<file path="src/ahbMatrixPkg.sv">
// AHB bus matrix definitions
`default_nettype none

package ahbMatrixPkg;

  ////////////////////
  // Sizes
  ////////////////////

  localparam int numMasters = 3;
  localparam int numSlaves  = 2;
  localparam int addrWidth  = 32;
  localparam int dataWidth  = 32;
  localparam int prioWidth  = 2;

  // Plain vectors with a meaning
  typedef logic [addrWidth-1:0]  addr_t;
  typedef logic [dataWidth-1:0]  data_t;
  // Higher value wins arbitration
  typedef logic [prioWidth-1:0]  prio_t;
  typedef logic [1:0]            trans_t;
  typedef logic [numMasters-1:0] masterMask_t;
  typedef logic [numSlaves-1:0]  slaveMask_t;

  // HTRANS encodings
  localparam trans_t transIdle   = 2'b00;
  localparam trans_t transBusy   = 2'b01;
  localparam trans_t transNonseq = 2'b10;
  localparam trans_t transSeq    = 2'b11;

  ////////////////////
  // Address map
  ////////////////////

  // One 4 KiB window per slave, index 0 in the low word
  localparam addr_t [numSlaves-1:0] slaveBase = {32'h0001_0000, 32'h0000_0000};
  localparam addr_t [numSlaves-1:0] slaveMask = {32'hFFFF_F000, 32'hFFFF_F000};

  // Address phase plus write data of one transfer
  typedef struct packed {
    logic       sel;
    addr_t      addr;
    logic       write;
    logic [2:0] size;
    logic [2:0] burst;
    trans_t     trans;
    data_t      wdata;
  } ahbReq_t;

  // Data phase answer, resp high is ERROR
  typedef struct packed {
    data_t rdata;
    logic  ready;
    logic  resp;
  } ahbRsp_t;

  // Master port FSM
  typedef enum logic [1:0] {portIdle, portWait, portErr1, portErr2} masterState_e;

endpackage

`default_nettype wire

</file>
<file path="src/ahbMasterPort.sv">
// AHB matrix master port
`timescale 1ns/1ps
`default_nettype none

module ahbMasterPort (
  input  logic                                                HCLK,
  input  logic                                                reset,

  // Host side, one AHB-Lite master drives this
  input  ahbMatrixPkg::prio_t                                 hostPriority,
  input  ahbMatrixPkg::ahbReq_t                               hostReq,
  input  logic                                                hostReady,
  output ahbMatrixPkg::ahbRsp_t                               hostRsp,

  // Toward the slave ports
  output ahbMatrixPkg::ahbReq_t                               portReq,
  output ahbMatrixPkg::prio_t                                 portPriority,
  output ahbMatrixPkg::slaveMask_t                            portSel,
  output logic                                                canSwitch,
  input  ahbMatrixPkg::ahbRsp_t [ahbMatrixPkg::numSlaves-1:0] slaveRsp,
  input  ahbMatrixPkg::slaveMask_t                            granted
);

  ahbMatrixPkg::masterState_e state;
  ahbMatrixPkg::masterState_e stateNext;
  ahbMatrixPkg::ahbReq_t      heldReq;
  ahbMatrixPkg::ahbReq_t      curReq;
  ahbMatrixPkg::ahbRsp_t      dataRsp;
  ahbMatrixPkg::slaveMask_t   hit;
  ahbMatrixPkg::slaveMask_t   slaveReadyVec;
  ahbMatrixPkg::slaveMask_t   dataSlave;
  ahbMatrixPkg::slaveMask_t   dataSlaveNext;
  logic                       mapped;
  logic                       isXfer;
  logic                       request;
  logic                       openState;
  logic                       passOk;
  logic                       targetOk;

  ////////////////////
  // Address decode
  ////////////////////

  // A stalled transfer replays from the holding register
  assign curReq = (state == ahbMatrixPkg::portWait) ? heldReq : hostReq;

  always_comb begin
    for (int s = 0; s < ahbMatrixPkg::numSlaves; s++) begin
      hit[s] = (curReq.addr & ahbMatrixPkg::slaveMask[s]) == ahbMatrixPkg::slaveBase[s];
      slaveReadyVec[s] = slaveRsp[s].ready;
    end
  end

  assign mapped = |hit;
  assign isXfer = (curReq.trans == ahbMatrixPkg::transNonseq) ||
                  (curReq.trans == ahbMatrixPkg::transSeq);

  // Request stays up while the host waits, independent of HREADY
  assign request = curReq.sel && (curReq.trans != ahbMatrixPkg::transIdle) &&
                   (state != ahbMatrixPkg::portErr1);
  assign portSel = request ? hit : '0;

  // Idle and the last error cycle both sample a new address phase
  assign openState = (state == ahbMatrixPkg::portIdle) || (state == ahbMatrixPkg::portErr2);
  assign passOk    = (state == ahbMatrixPkg::portWait) || (openState && hostReady);

  // Target slave is ours and takes the address this cycle
  assign targetOk = |(hit & granted & slaveReadyVec);

  // Mid-burst beats keep the slave port locked to us
  assign canSwitch = !((curReq.trans == ahbMatrixPkg::transSeq) ||
                       (curReq.trans == ahbMatrixPkg::transBusy));

  assign portPriority = hostPriority;

  // Address phase out, write data always from the live data phase
  always_comb begin
    portReq       = curReq;
    portReq.wdata = hostReq.wdata;
    portReq.sel   = curReq.sel && passOk;
    if (!portReq.sel) begin
      portReq.trans = ahbMatrixPkg::transIdle;
    end
  end

  ////////////////////
  // Port FSM
  ////////////////////

  always_comb begin
    stateNext     = state;
    dataSlaveNext = dataSlave;
    case (state)
      ahbMatrixPkg::portWait: begin
        // Held address leaves once the slave port grants it
        if (targetOk) begin
          stateNext     = ahbMatrixPkg::portIdle;
          dataSlaveNext = hit;
        end
      end
      ahbMatrixPkg::portErr1: stateNext = ahbMatrixPkg::portErr2;
      default: begin
        stateNext = ahbMatrixPkg::portIdle;
        if (hostReady) begin
          dataSlaveNext = '0;
          if (request && isXfer && !mapped) begin
            stateNext = ahbMatrixPkg::portErr1;
          end else if (request && isXfer && !targetOk) begin
            stateNext = ahbMatrixPkg::portWait;
          end else if (request && isXfer) begin
            dataSlaveNext = hit;
          end
        end
      end
    endcase
  end

  always_ff @(posedge HCLK) begin
    if (reset) begin
      state     <= ahbMatrixPkg::portIdle;
      dataSlave <= '0;
    end else begin
      state     <= stateNext;
      dataSlave <= dataSlaveNext;
    end
  end

  // Snapshot of every sampled address phase
  always_ff @(posedge HCLK) begin
    if (openState && hostReady) begin
      heldReq <= hostReq;
    end
  end

  ////////////////////
  // Response select
  ////////////////////

  // No data phase in flight means zero-wait OKAY
  always_comb begin
    dataRsp.rdata = '0;
    dataRsp.ready = 1'b1;
    dataRsp.resp  = 1'b0;
    for (int s = 0; s < ahbMatrixPkg::numSlaves; s++) begin
      if (dataSlave[s]) begin
        dataRsp = slaveRsp[s];
      end
    end
  end

  always_comb begin
    hostRsp = dataRsp;
    case (state)
      ahbMatrixPkg::portWait: begin
        hostRsp.ready = 1'b0;
        hostRsp.resp  = 1'b0;
      end
      // Two-cycle ERROR for unmapped addresses
      ahbMatrixPkg::portErr1: begin
        hostRsp.ready = 1'b0;
        hostRsp.resp  = 1'b1;
      end
      ahbMatrixPkg::portErr2: begin
        hostRsp.ready = 1'b1;
        hostRsp.resp  = 1'b1;
      end
      default: ;
    endcase
  end

endmodule

`default_nettype wire

</file>
<file path="src/ahbMatrix.sv">
// AHB-Lite bus matrix top
`timescale 1ns/1ps
`default_nettype none

module ahbMatrix (
  input  logic                                                 HCLK,
  input  logic                                                 reset,

  // Master side, AHB-Lite masters connect here
  input  ahbMatrixPkg::prio_t [ahbMatrixPkg::numMasters-1:0]   masterPriority,
  input  ahbMatrixPkg::ahbReq_t [ahbMatrixPkg::numMasters-1:0] masterReq,
  input  ahbMatrixPkg::masterMask_t                            masterReady,
  output ahbMatrixPkg::ahbRsp_t [ahbMatrixPkg::numMasters-1:0] masterRsp,

  // Slave side, AHB-Lite slaves connect here
  output ahbMatrixPkg::ahbReq_t [ahbMatrixPkg::numSlaves-1:0]  slaveReq,
  output ahbMatrixPkg::slaveMask_t                             slaveReady,
  input  ahbMatrixPkg::ahbRsp_t [ahbMatrixPkg::numSlaves-1:0]  slaveRsp
);

  // Indexed by master
  ahbMatrixPkg::ahbReq_t [ahbMatrixPkg::numMasters-1:0]    fromMstReq;
  ahbMatrixPkg::prio_t [ahbMatrixPkg::numMasters-1:0]      fromMstPriority;
  ahbMatrixPkg::slaveMask_t [ahbMatrixPkg::numMasters-1:0] fromMstSel;
  ahbMatrixPkg::masterMask_t                               fromMstCanSwitch;
  ahbMatrixPkg::slaveMask_t [ahbMatrixPkg::numMasters-1:0] toMstGrant;

  // Indexed by slave
  ahbMatrixPkg::masterMask_t [ahbMatrixPkg::numSlaves-1:0] toSlvSel;
  ahbMatrixPkg::ahbRsp_t [ahbMatrixPkg::numSlaves-1:0]     fromSlvRsp;
  ahbMatrixPkg::masterMask_t [ahbMatrixPkg::numSlaves-1:0] fromSlvGrant;

  genvar m;
  genvar s;

  ////////////////////
  // Master ports
  ////////////////////

  for (m = 0; m < ahbMatrixPkg::numMasters; m++) begin : genMasterPorts
    ahbMasterPort masterPort (
      .HCLK        (HCLK),
      .reset       (reset),
      .hostPriority(masterPriority[m]),
      .hostReq     (masterReq[m]),
      .hostReady   (masterReady[m]),
      .hostRsp     (masterRsp[m]),
      .portReq     (fromMstReq[m]),
      .portPriority(fromMstPriority[m]),
      .portSel     (fromMstSel[m]),
      .canSwitch   (fromMstCanSwitch[m]),
      .slaveRsp    (fromSlvRsp),
      .granted     (toMstGrant[m])
    );
  end

  ////////////////////
  // Crossbar transpose
  ////////////////////

  // Request bits go per slave, grant bits come back per master
  for (s = 0; s < ahbMatrixPkg::numSlaves; s++) begin : genSlaveWires
    for (m = 0; m < ahbMatrixPkg::numMasters; m++) begin : genMasterWires
      assign toSlvSel[s][m]   = fromMstSel[m][s];
      assign toMstGrant[m][s] = fromSlvGrant[s][m];
    end
  end

  ////////////////////
  // Slave ports
  ////////////////////

  for (s = 0; s < ahbMatrixPkg::numSlaves; s++) begin : genSlavePorts
    ahbSlavePort slavePort (
      .HCLK         (HCLK),
      .reset        (reset),
      .hostReq      (fromMstReq),
      .hostSel      (toSlvSel[s]),
      .hostPriority (fromMstPriority),
      .hostCanSwitch(fromMstCanSwitch),
      .hostRsp      (fromSlvRsp[s]),
      .grant        (fromSlvGrant[s]),
      .slaveReq     (slaveReq[s]),
      .slaveReady   (slaveReady[s]),
      .slaveRsp     (slaveRsp[s])
    );
  end

endmodule

`default_nettype wire

</file>
<file path="src/ahbSlavePort.sv">
// AHB matrix slave port
`timescale 1ns/1ps
`default_nettype none

module ahbSlavePort (
  input  logic                                                 HCLK,
  input  logic                                                 reset,

  ////////////////////
  // From master ports
  ////////////////////

  // Address phases of all masters
  input  ahbMatrixPkg::ahbReq_t [ahbMatrixPkg::numMasters-1:0] hostReq,
  // One bit per master that targets this slave
  input  ahbMatrixPkg::masterMask_t                            hostSel,
  input  ahbMatrixPkg::prio_t [ahbMatrixPkg::numMasters-1:0]   hostPriority,
  input  ahbMatrixPkg::masterMask_t                            hostCanSwitch,
  output ahbMatrixPkg::ahbRsp_t                                hostRsp,
  output ahbMatrixPkg::masterMask_t                            grant,

  ////////////////////
  // To the slave
  ////////////////////

  output ahbMatrixPkg::ahbReq_t                                slaveReq,
  output logic                                                 slaveReady,
  input  ahbMatrixPkg::ahbRsp_t                                slaveRsp
);

  // Address-phase owner
  ahbMatrixPkg::masterMask_t owner;
  // Data-phase owner, selects HWDATA
  ahbMatrixPkg::masterMask_t dataOwner;
  ahbMatrixPkg::masterMask_t pick;
  ahbMatrixPkg::prio_t       bestPrio;
  ahbMatrixPkg::ahbReq_t     addrReq;
  ahbMatrixPkg::data_t       dataWdata;
  logic                      ownerSel;
  logic                      ownerCanSwitch;
  logic                      switchOk;
  logic                      selOut;

  ////////////////////
  // Arbitration
  ////////////////////

  // Highest priority among requesters
  // Strict compare keeps ties on the lowest index
  always_comb begin
    pick     = '0;
    bestPrio = '0;
    for (int m = 0; m < ahbMatrixPkg::numMasters; m++) begin
      if (hostSel[m] && ((pick == '0) || (hostPriority[m] > bestPrio))) begin
        pick     = '0;
        pick[m]  = 1'b1;
        bestPrio = hostPriority[m];
      end
    end
  end

  // Owner that left for another slave no longer blocks switching
  assign ownerSel       = |(owner & hostSel);
  assign ownerCanSwitch = |(owner & hostCanSwitch);

  // Only between transfers, never inside a burst
  assign switchOk = slaveRsp.ready && (!ownerSel || ownerCanSwitch);

  // New owner is visible in the same cycle
  assign grant = switchOk ? pick : owner;

  always_ff @(posedge HCLK) begin
    if (reset) begin
      owner <= '0;
    end else begin
      owner <= grant;
    end
  end

  ////////////////////
  // Address phase mux
  ////////////////////

  always_comb begin
    addrReq = '0;
    for (int m = 0; m < ahbMatrixPkg::numMasters; m++) begin
      if (grant[m]) begin
        addrReq = hostReq[m];
      end
    end
  end

  // Granted master must also be aiming at this slave
  assign selOut = addrReq.sel && |(grant & hostSel);

  // Write data follows the data-phase owner
  always_comb begin
    dataWdata = '0;
    for (int m = 0; m < ahbMatrixPkg::numMasters; m++) begin
      if (dataOwner[m]) begin
        dataWdata = hostReq[m].wdata;
      end
    end
  end

  always_comb begin
    slaveReq       = addrReq;
    slaveReq.sel   = selOut;
    slaveReq.wdata = dataWdata;
    // Deselected slave sees IDLE
    if (!selOut) begin
      slaveReq.trans = ahbMatrixPkg::transIdle;
    end
  end

  ////////////////////
  // Data phase
  ////////////////////

  // Owner changes only when the slave finishes its data phase
  // BUSY and IDLE leave no data phase behind
  always_ff @(posedge HCLK) begin
    if (reset) begin
      dataOwner <= '0;
    end else if (slaveRsp.ready) begin
      if (selOut && ((slaveReq.trans == ahbMatrixPkg::transNonseq) ||
                     (slaveReq.trans == ahbMatrixPkg::transSeq))) begin
        dataOwner <= grant;
      end else begin
        dataOwner <= '0;
      end
    end
  end

  // Single slave per port, so its own HREADYOUT is its HREADY
  assign slaveReady = slaveRsp.ready;

  // Every master port sees the answer, each picks its own slave
  assign hostRsp = slaveRsp;

endmodule

`default_nettype wire

</file>
<file path="config.mk">
export PLATFORM = sky130hd
export DESIGN_NAME = ahbMatrix
export DESIGN_NICKNAME = d
export VERILOG_FILES = /design/src/ahbMatrixPkg.sv /design/src/ahbMasterPort.sv /design/src/ahbMatrix.sv /design/src/ahbSlavePort.sv
export SDC_FILE = /design/constraint.sdc
export NUM_CORES = 1
export LEC_CHECK = 0
export ABC_CLOCK_PERIOD_IN_PS = 5990
export BUFFER_PORTS_ARGS = -buffer_cell sky130_fd_sc_hd__buf_2
export CAP_MARGIN = 20
export CORE_AREA = 5 5 210 212
export CTS_CLUSTER_DIAMETER = 30
export DETAILED_ROUTE_END_ITERATION = 6
export DIE_AREA = 0 0 215 217
export GPL_ROUTABILITY_DRIVEN = 0
export PLACE_DENSITY = 0.64
export SLEW_MARGIN = 15
export SYNTH_ARGS = -nofsm -noshare
export SYNTH_HDL_FRONTEND = slang
export SYNTH_HIERARCHICAL = 1
export SYNTH_SLANG_ARGS = --single-unit
</file>
<file path="constraint.sdc">
create_clock -name HCLK -period 5.99 [get_ports HCLK]
set_input_delay 0.8985 -clock HCLK [delete_from_list [all_inputs] [get_ports HCLK]]
set_output_delay 0.8985 -clock HCLK [all_outputs]
set_load 0.1 [all_outputs]
</file>
==> out/qor.log <==
qor: die.boundaryPins 553
qor: pwr.max-vdd-ir-drop 168 uV
qor: final_layout.mostFrequentLayoutCell sky130_fd_sc_hd__buf_2
qor: final_layout.drive_above_1_share 56.6%
qor: placement.port-buffer-count 552
qor: timing.layout_setup_ws -0.0371 ns
qor: status.run_status finished, violations left
qor: timing.max_clock_freq 166 MHz
qor: worst_setup_path.setup.worst_path.start_class primary input
qor: die.die_x 215 um
qor: detailed_routing.vias_per_cell 5.69
qor: die.number_of_rows_in_the_core_area 75
qor: min_path.whs_path_depth 1
qor: global_routing.grt_first_pass_wirelength 83,800 um
qor: worst_setup_path.critical_path.max_stage_delay 0.33 ns
qor: worst_setup_path.timing.rr.start genMasterPorts[1].masterPort/state[1]
qor: synthesis.synth.net_count 1,763
qor: pwr.total_power 3170 uW
qor: global_routing.grt_start_max_net_pins 66
qor: timing.rsz_0062_raised_after_global_routing yes
qor: synthesis.synth.avg_cell_area 9.05 um2
qor: min_path.worstHoldStart genMasterPorts[2].masterPort/state[1]
qor: synthesis.syn_area 0.0131 mm2
qor: worst_setup_path.criticalPathCategory in2out
qor: pwr.p_leak 0.00784 uW
qor: detailed_routing.drt_iter0_markers 1,199
qor: timing.timing_worst_slew_pin_value 1.08 ns
qor: clock_network.tritoncts_clock_tree yes
qor: synthesis.yosysSeqAreaShare 32.7%
qor: synthesis.synth-warning-count 6
qor: timing.skew 0.00766 ns
qor: worst_setup_path.timing.critical_path.required 5.09 ns
qor: global_routing.antenna_found_initial 37
qor: synthesis.ys.flop_type sky130_fd_sc_hd__edfxtp_1
qor: clock_network.post_cts_hold_buffer_count 0
qor: worst_setup_path.timing.critical_path.cells buf_6 > nor4_4 > buf_4 > o211ai_1 > mux2i_2 > nand3_2 > nor2_2 > buf_4 > and2_4 > ha_4 > nor2b_4 > o311ai_4 > nor2_1 > a31oi_1 > ha_1 > nor2b_4 > o211a_1 > buf_6 > o32ai_4 > inv_4 > buf_12 > a221o_1 > o211a_4 > buf_12
qor: synthesis.synthCells 1,442
qor: worst_setup_path.end_kind output pin
qor: timing.final-max-slew-violation-count 0
qor: min_path.holdPathEnd genMasterPorts[2].masterPort/state[1]
qor: final_layout.areaGrowthSynthToFinish 52.3%
qor: synthesis.number_of_distinct_standard_cells_referenced_by_the_synthesized_netlist 62
qor: timing.timing.final.hold_violations 0
qor: detailed_routing.route.antenna.remaining_nets 0
qor: die.floorplan.core_area 0.0418 mm2
qor: clock_network.cts_root_buffer sky130_fd_sc_hd__clkbuf_16
qor: clock_network.clock-sinks 150
qor: detailed_routing.drc_errors 0
qor: timing.max_slew_margin 27.9%
qor: worst_setup_path.timing.rr.end genMasterPorts[2].masterPort/state[1]
qor: detailed_routing.wl 59,500 um
qor: synthesis.number_of_synthesized_register_bits 150
qor: timing.min_period 6.03 ns
qor: die.dieHeight 217 um
qor: timing.setup_viol_count_final 1
qor: detailed_routing.routedWlPerCell 24.5 um
qor: clock_network.max-clock-path-buffers 2
qor: worst_setup_path.slowest_stage sky130_fd_sc_hd__o32ai_4
qor: detailed_routing.via_count 13,822
qor: worst_setup_path.critPathArrivalTime 5.13 ns
qor: clock_network.insertion_delay 0.43 ns
qor: worst_setup_path.reg2reg_setup_slack 0.76 ns
qor: placement.dp_slack -0.321 ns
qor: timing.timing.setup.tns -0.0371 ns
qor: worst_setup_path.ff2ff_path_depth 24
qor: placement.dpl.hpwl 43,800 um
qor: die.design.die.area 0.0467 mm2
qor: global_routing.grt_usage 23.0%
qor: status.failed_checks negative setup slack
qor: final_layout.number_of_fill_cells_in_the_layout 3,746
qor: clock_network.clock_pin_slew_on_the_worst_setup_and_hold_paths 0.06 ns
qor: min_path.timing.hold.worst.class reg2reg
qor: clock_network.cts_buffers 17
qor: final_layout.final_core_utilization 47.6%
qor: global_routing.vias_in_the_first_global_route 13,326
qor: synthesis.synth-edff-count 126
qor: run.max-cap-violations 0
qor: pwr.power_density 159 mW/mm2
qor: worst_setup_path.timing.critical_path.fanout_max 6
qor: clock_network.htreeDepth 4
qor: timing.fin_crit_share 101%
qor: detailed_routing.drt-pass1-iter-count 5
qor: final_layout.commonest_cells_after_routing_fill_and_taps_aside sky130_fd_sc_hd__buf_2 (466), sky130_fd_sc_hd__nand2_1 (151), sky130_fd_sc_hd__edfxtp_1 (126), sky130_fd_sc_hd__mux2_2 (114)
qor: global_routing.grt.overflow.total 0
qor: synthesis.synth_async_sr_flop_share 0%
qor: die.floorplan.initialDensity 31.3%
qor: final_layout.design.final.nets 2,177
-- worst max-delay path by stage --
stage	from	endpoint	slack (ns)	depth (start not counted)
finish	masterReq[61]	slaveReq[32]	-0.04	24
global route	masterReq[61]	slaveReq[32]	-0.21	24
CTS	masterReq[61]	slaveReq[106]	-0.08	25
detailed placement	masterReq[66]	slaveReq[119]	-0.32	24
global placement	masterReq[62]	slaveReq[54]	-0.22	22
floorplan	masterReq[63]	slaveReq[140]	0.005	21
-- metal layers --
metal  global-route usage (%)  vias up  wire length (um)
met4                     9.13       22              2950
met3                     5.91      184              5090
met2                     40.0      820             29300
li1                         -     6121                 -
met5                        0        -               116
met1                     27.2     6675             22100
-- what timing repair did --
item,CTS,global route
gates cloned,8,13
gates resized for setup,82,85
pin swaps,50,48
endpoints found under the setup margin,84,84
buffers inserted,17,12
-- cell usage after synthesis, drive strengths merged, types with 3 or more instances --
| cell | count | area, um2 |
|---|---|---|
| nor3b | 4 | 30.0 |
| a21boi | 3 | 22.5 |
| or2b | 3 | 22.5 |
| nor2 | 39 | 146 |
| a22o | 98 | 858 |
| a22oi | 145 | 1090 |
| buf | 211 | 1480 |
| mux2 | 117 | 1330 |
| o32ai | 5 | 81.3 |
| a211oi | 8 | 108 |
| o221ai | 3 | 26.3 |
| o221a | 3 | 33.8 |
| nand3b | 5 | 37.5 |
| ha | 20 | 250 |
| nand2 | 181 | 679 |
| mux2i | 15 | 161 |
| nand2b | 4 | 25.0 |
| dfxtp | 24 | 480 |
| edfxtp | 126 | 3780 |
| nand4 | 8 | 68.8 |
| inv | 43 | 161 |
| nor4b | 3 | 45.0 |
| nor3 | 8 | 40.0 |
| and2 | 16 | 100 |
| o211a | 4 | 40.0 |
| a21oi | 15 | 75.1 |
| nand3 | 14 | 70.1 |
| nor4 | 21 | 150 |
| a221oi | 3 | 26.3 |
| o21a | 4 | 30.0 |
| a31o | 8 | 70.1 |
| o21ai | 154 | 771 |
| nor2b | 11 | 68.8 |
| o31a | 5 | 43.8 |
| o31ai | 10 | 126 |
| o211ai | 6 | 60.1 |
| clkbuf | 72 | 270 |
| a31oi | 5 | 31.3 |
-- worst max-delay path: cells and delay by family --
| kind | cells | cell delay, ns |
|---|---|---|
| simple gates | 7 | 0.93 |
| buf+inv | 7 | 1.00 |
| compound gates | 7 | 1.63 |
| fa+ha+maj | 2 | 0.42 |
| mux | 1 | 0.24 |
-- cell type report --
type,count,area (um2),area share [%]
clock buffer,18,429,2.16
multi-input combinational,966,8470,42.6
clock inverter,13,156,0.786
sequential,150,4270,21.5
antenna,22,55.1,0.277
inverter,43,166,0.837
timing repair buffer,678,5670,28.5
tap,539,674,3.39
-- stage by stage --
| step | hold WS, ns | area, um2 | instances |
|---|---|---|---|
| after floorplan | 0.495 | 14000 | 1442 |
| after detailed placement | 0.590 | 17800 | 2331 |
| after global routing | 0.619 | 19900 | 2425 |
| after global placement | 0.577 | 17800 | 2331 |
| final | 0.606 | 19900 | 2429 |
| after CTS | 0.599 | 19200 | 2385 |
-- where the power goes --
| group | switching (uW) | internal (uW) | total [uW] |
|---|---|---|---|
| logic | 534 | 321 | 855 |
| clock network | 438 | 651 | 1090 |
| registers | 24.7 | 1200 | 1220 |
-- logic make-up after synthesis --
logic type / count (synthesis) / synth area share (%)
simple gates: 319 / 11.5
fa+ha+maj: 20 / 1.92
flops: 150 / 32.7
mux: 132 / 11.4
compound gates: 495 / 27.9
buf+inv: 326 / 14.7
-- state kept, by name, summed over array words and instances (netlist names) --
name,count
genMasterPorts.masterPort/dataSlave,6
genMasterPorts.masterPort/heldReq,126
genSlavePorts.slavePort/owner,6
genSlavePorts.slavePort/dataOwner,6
genMasterPorts.masterPort/state,6
Note: power is estimated with default switching activity, not from simulation.
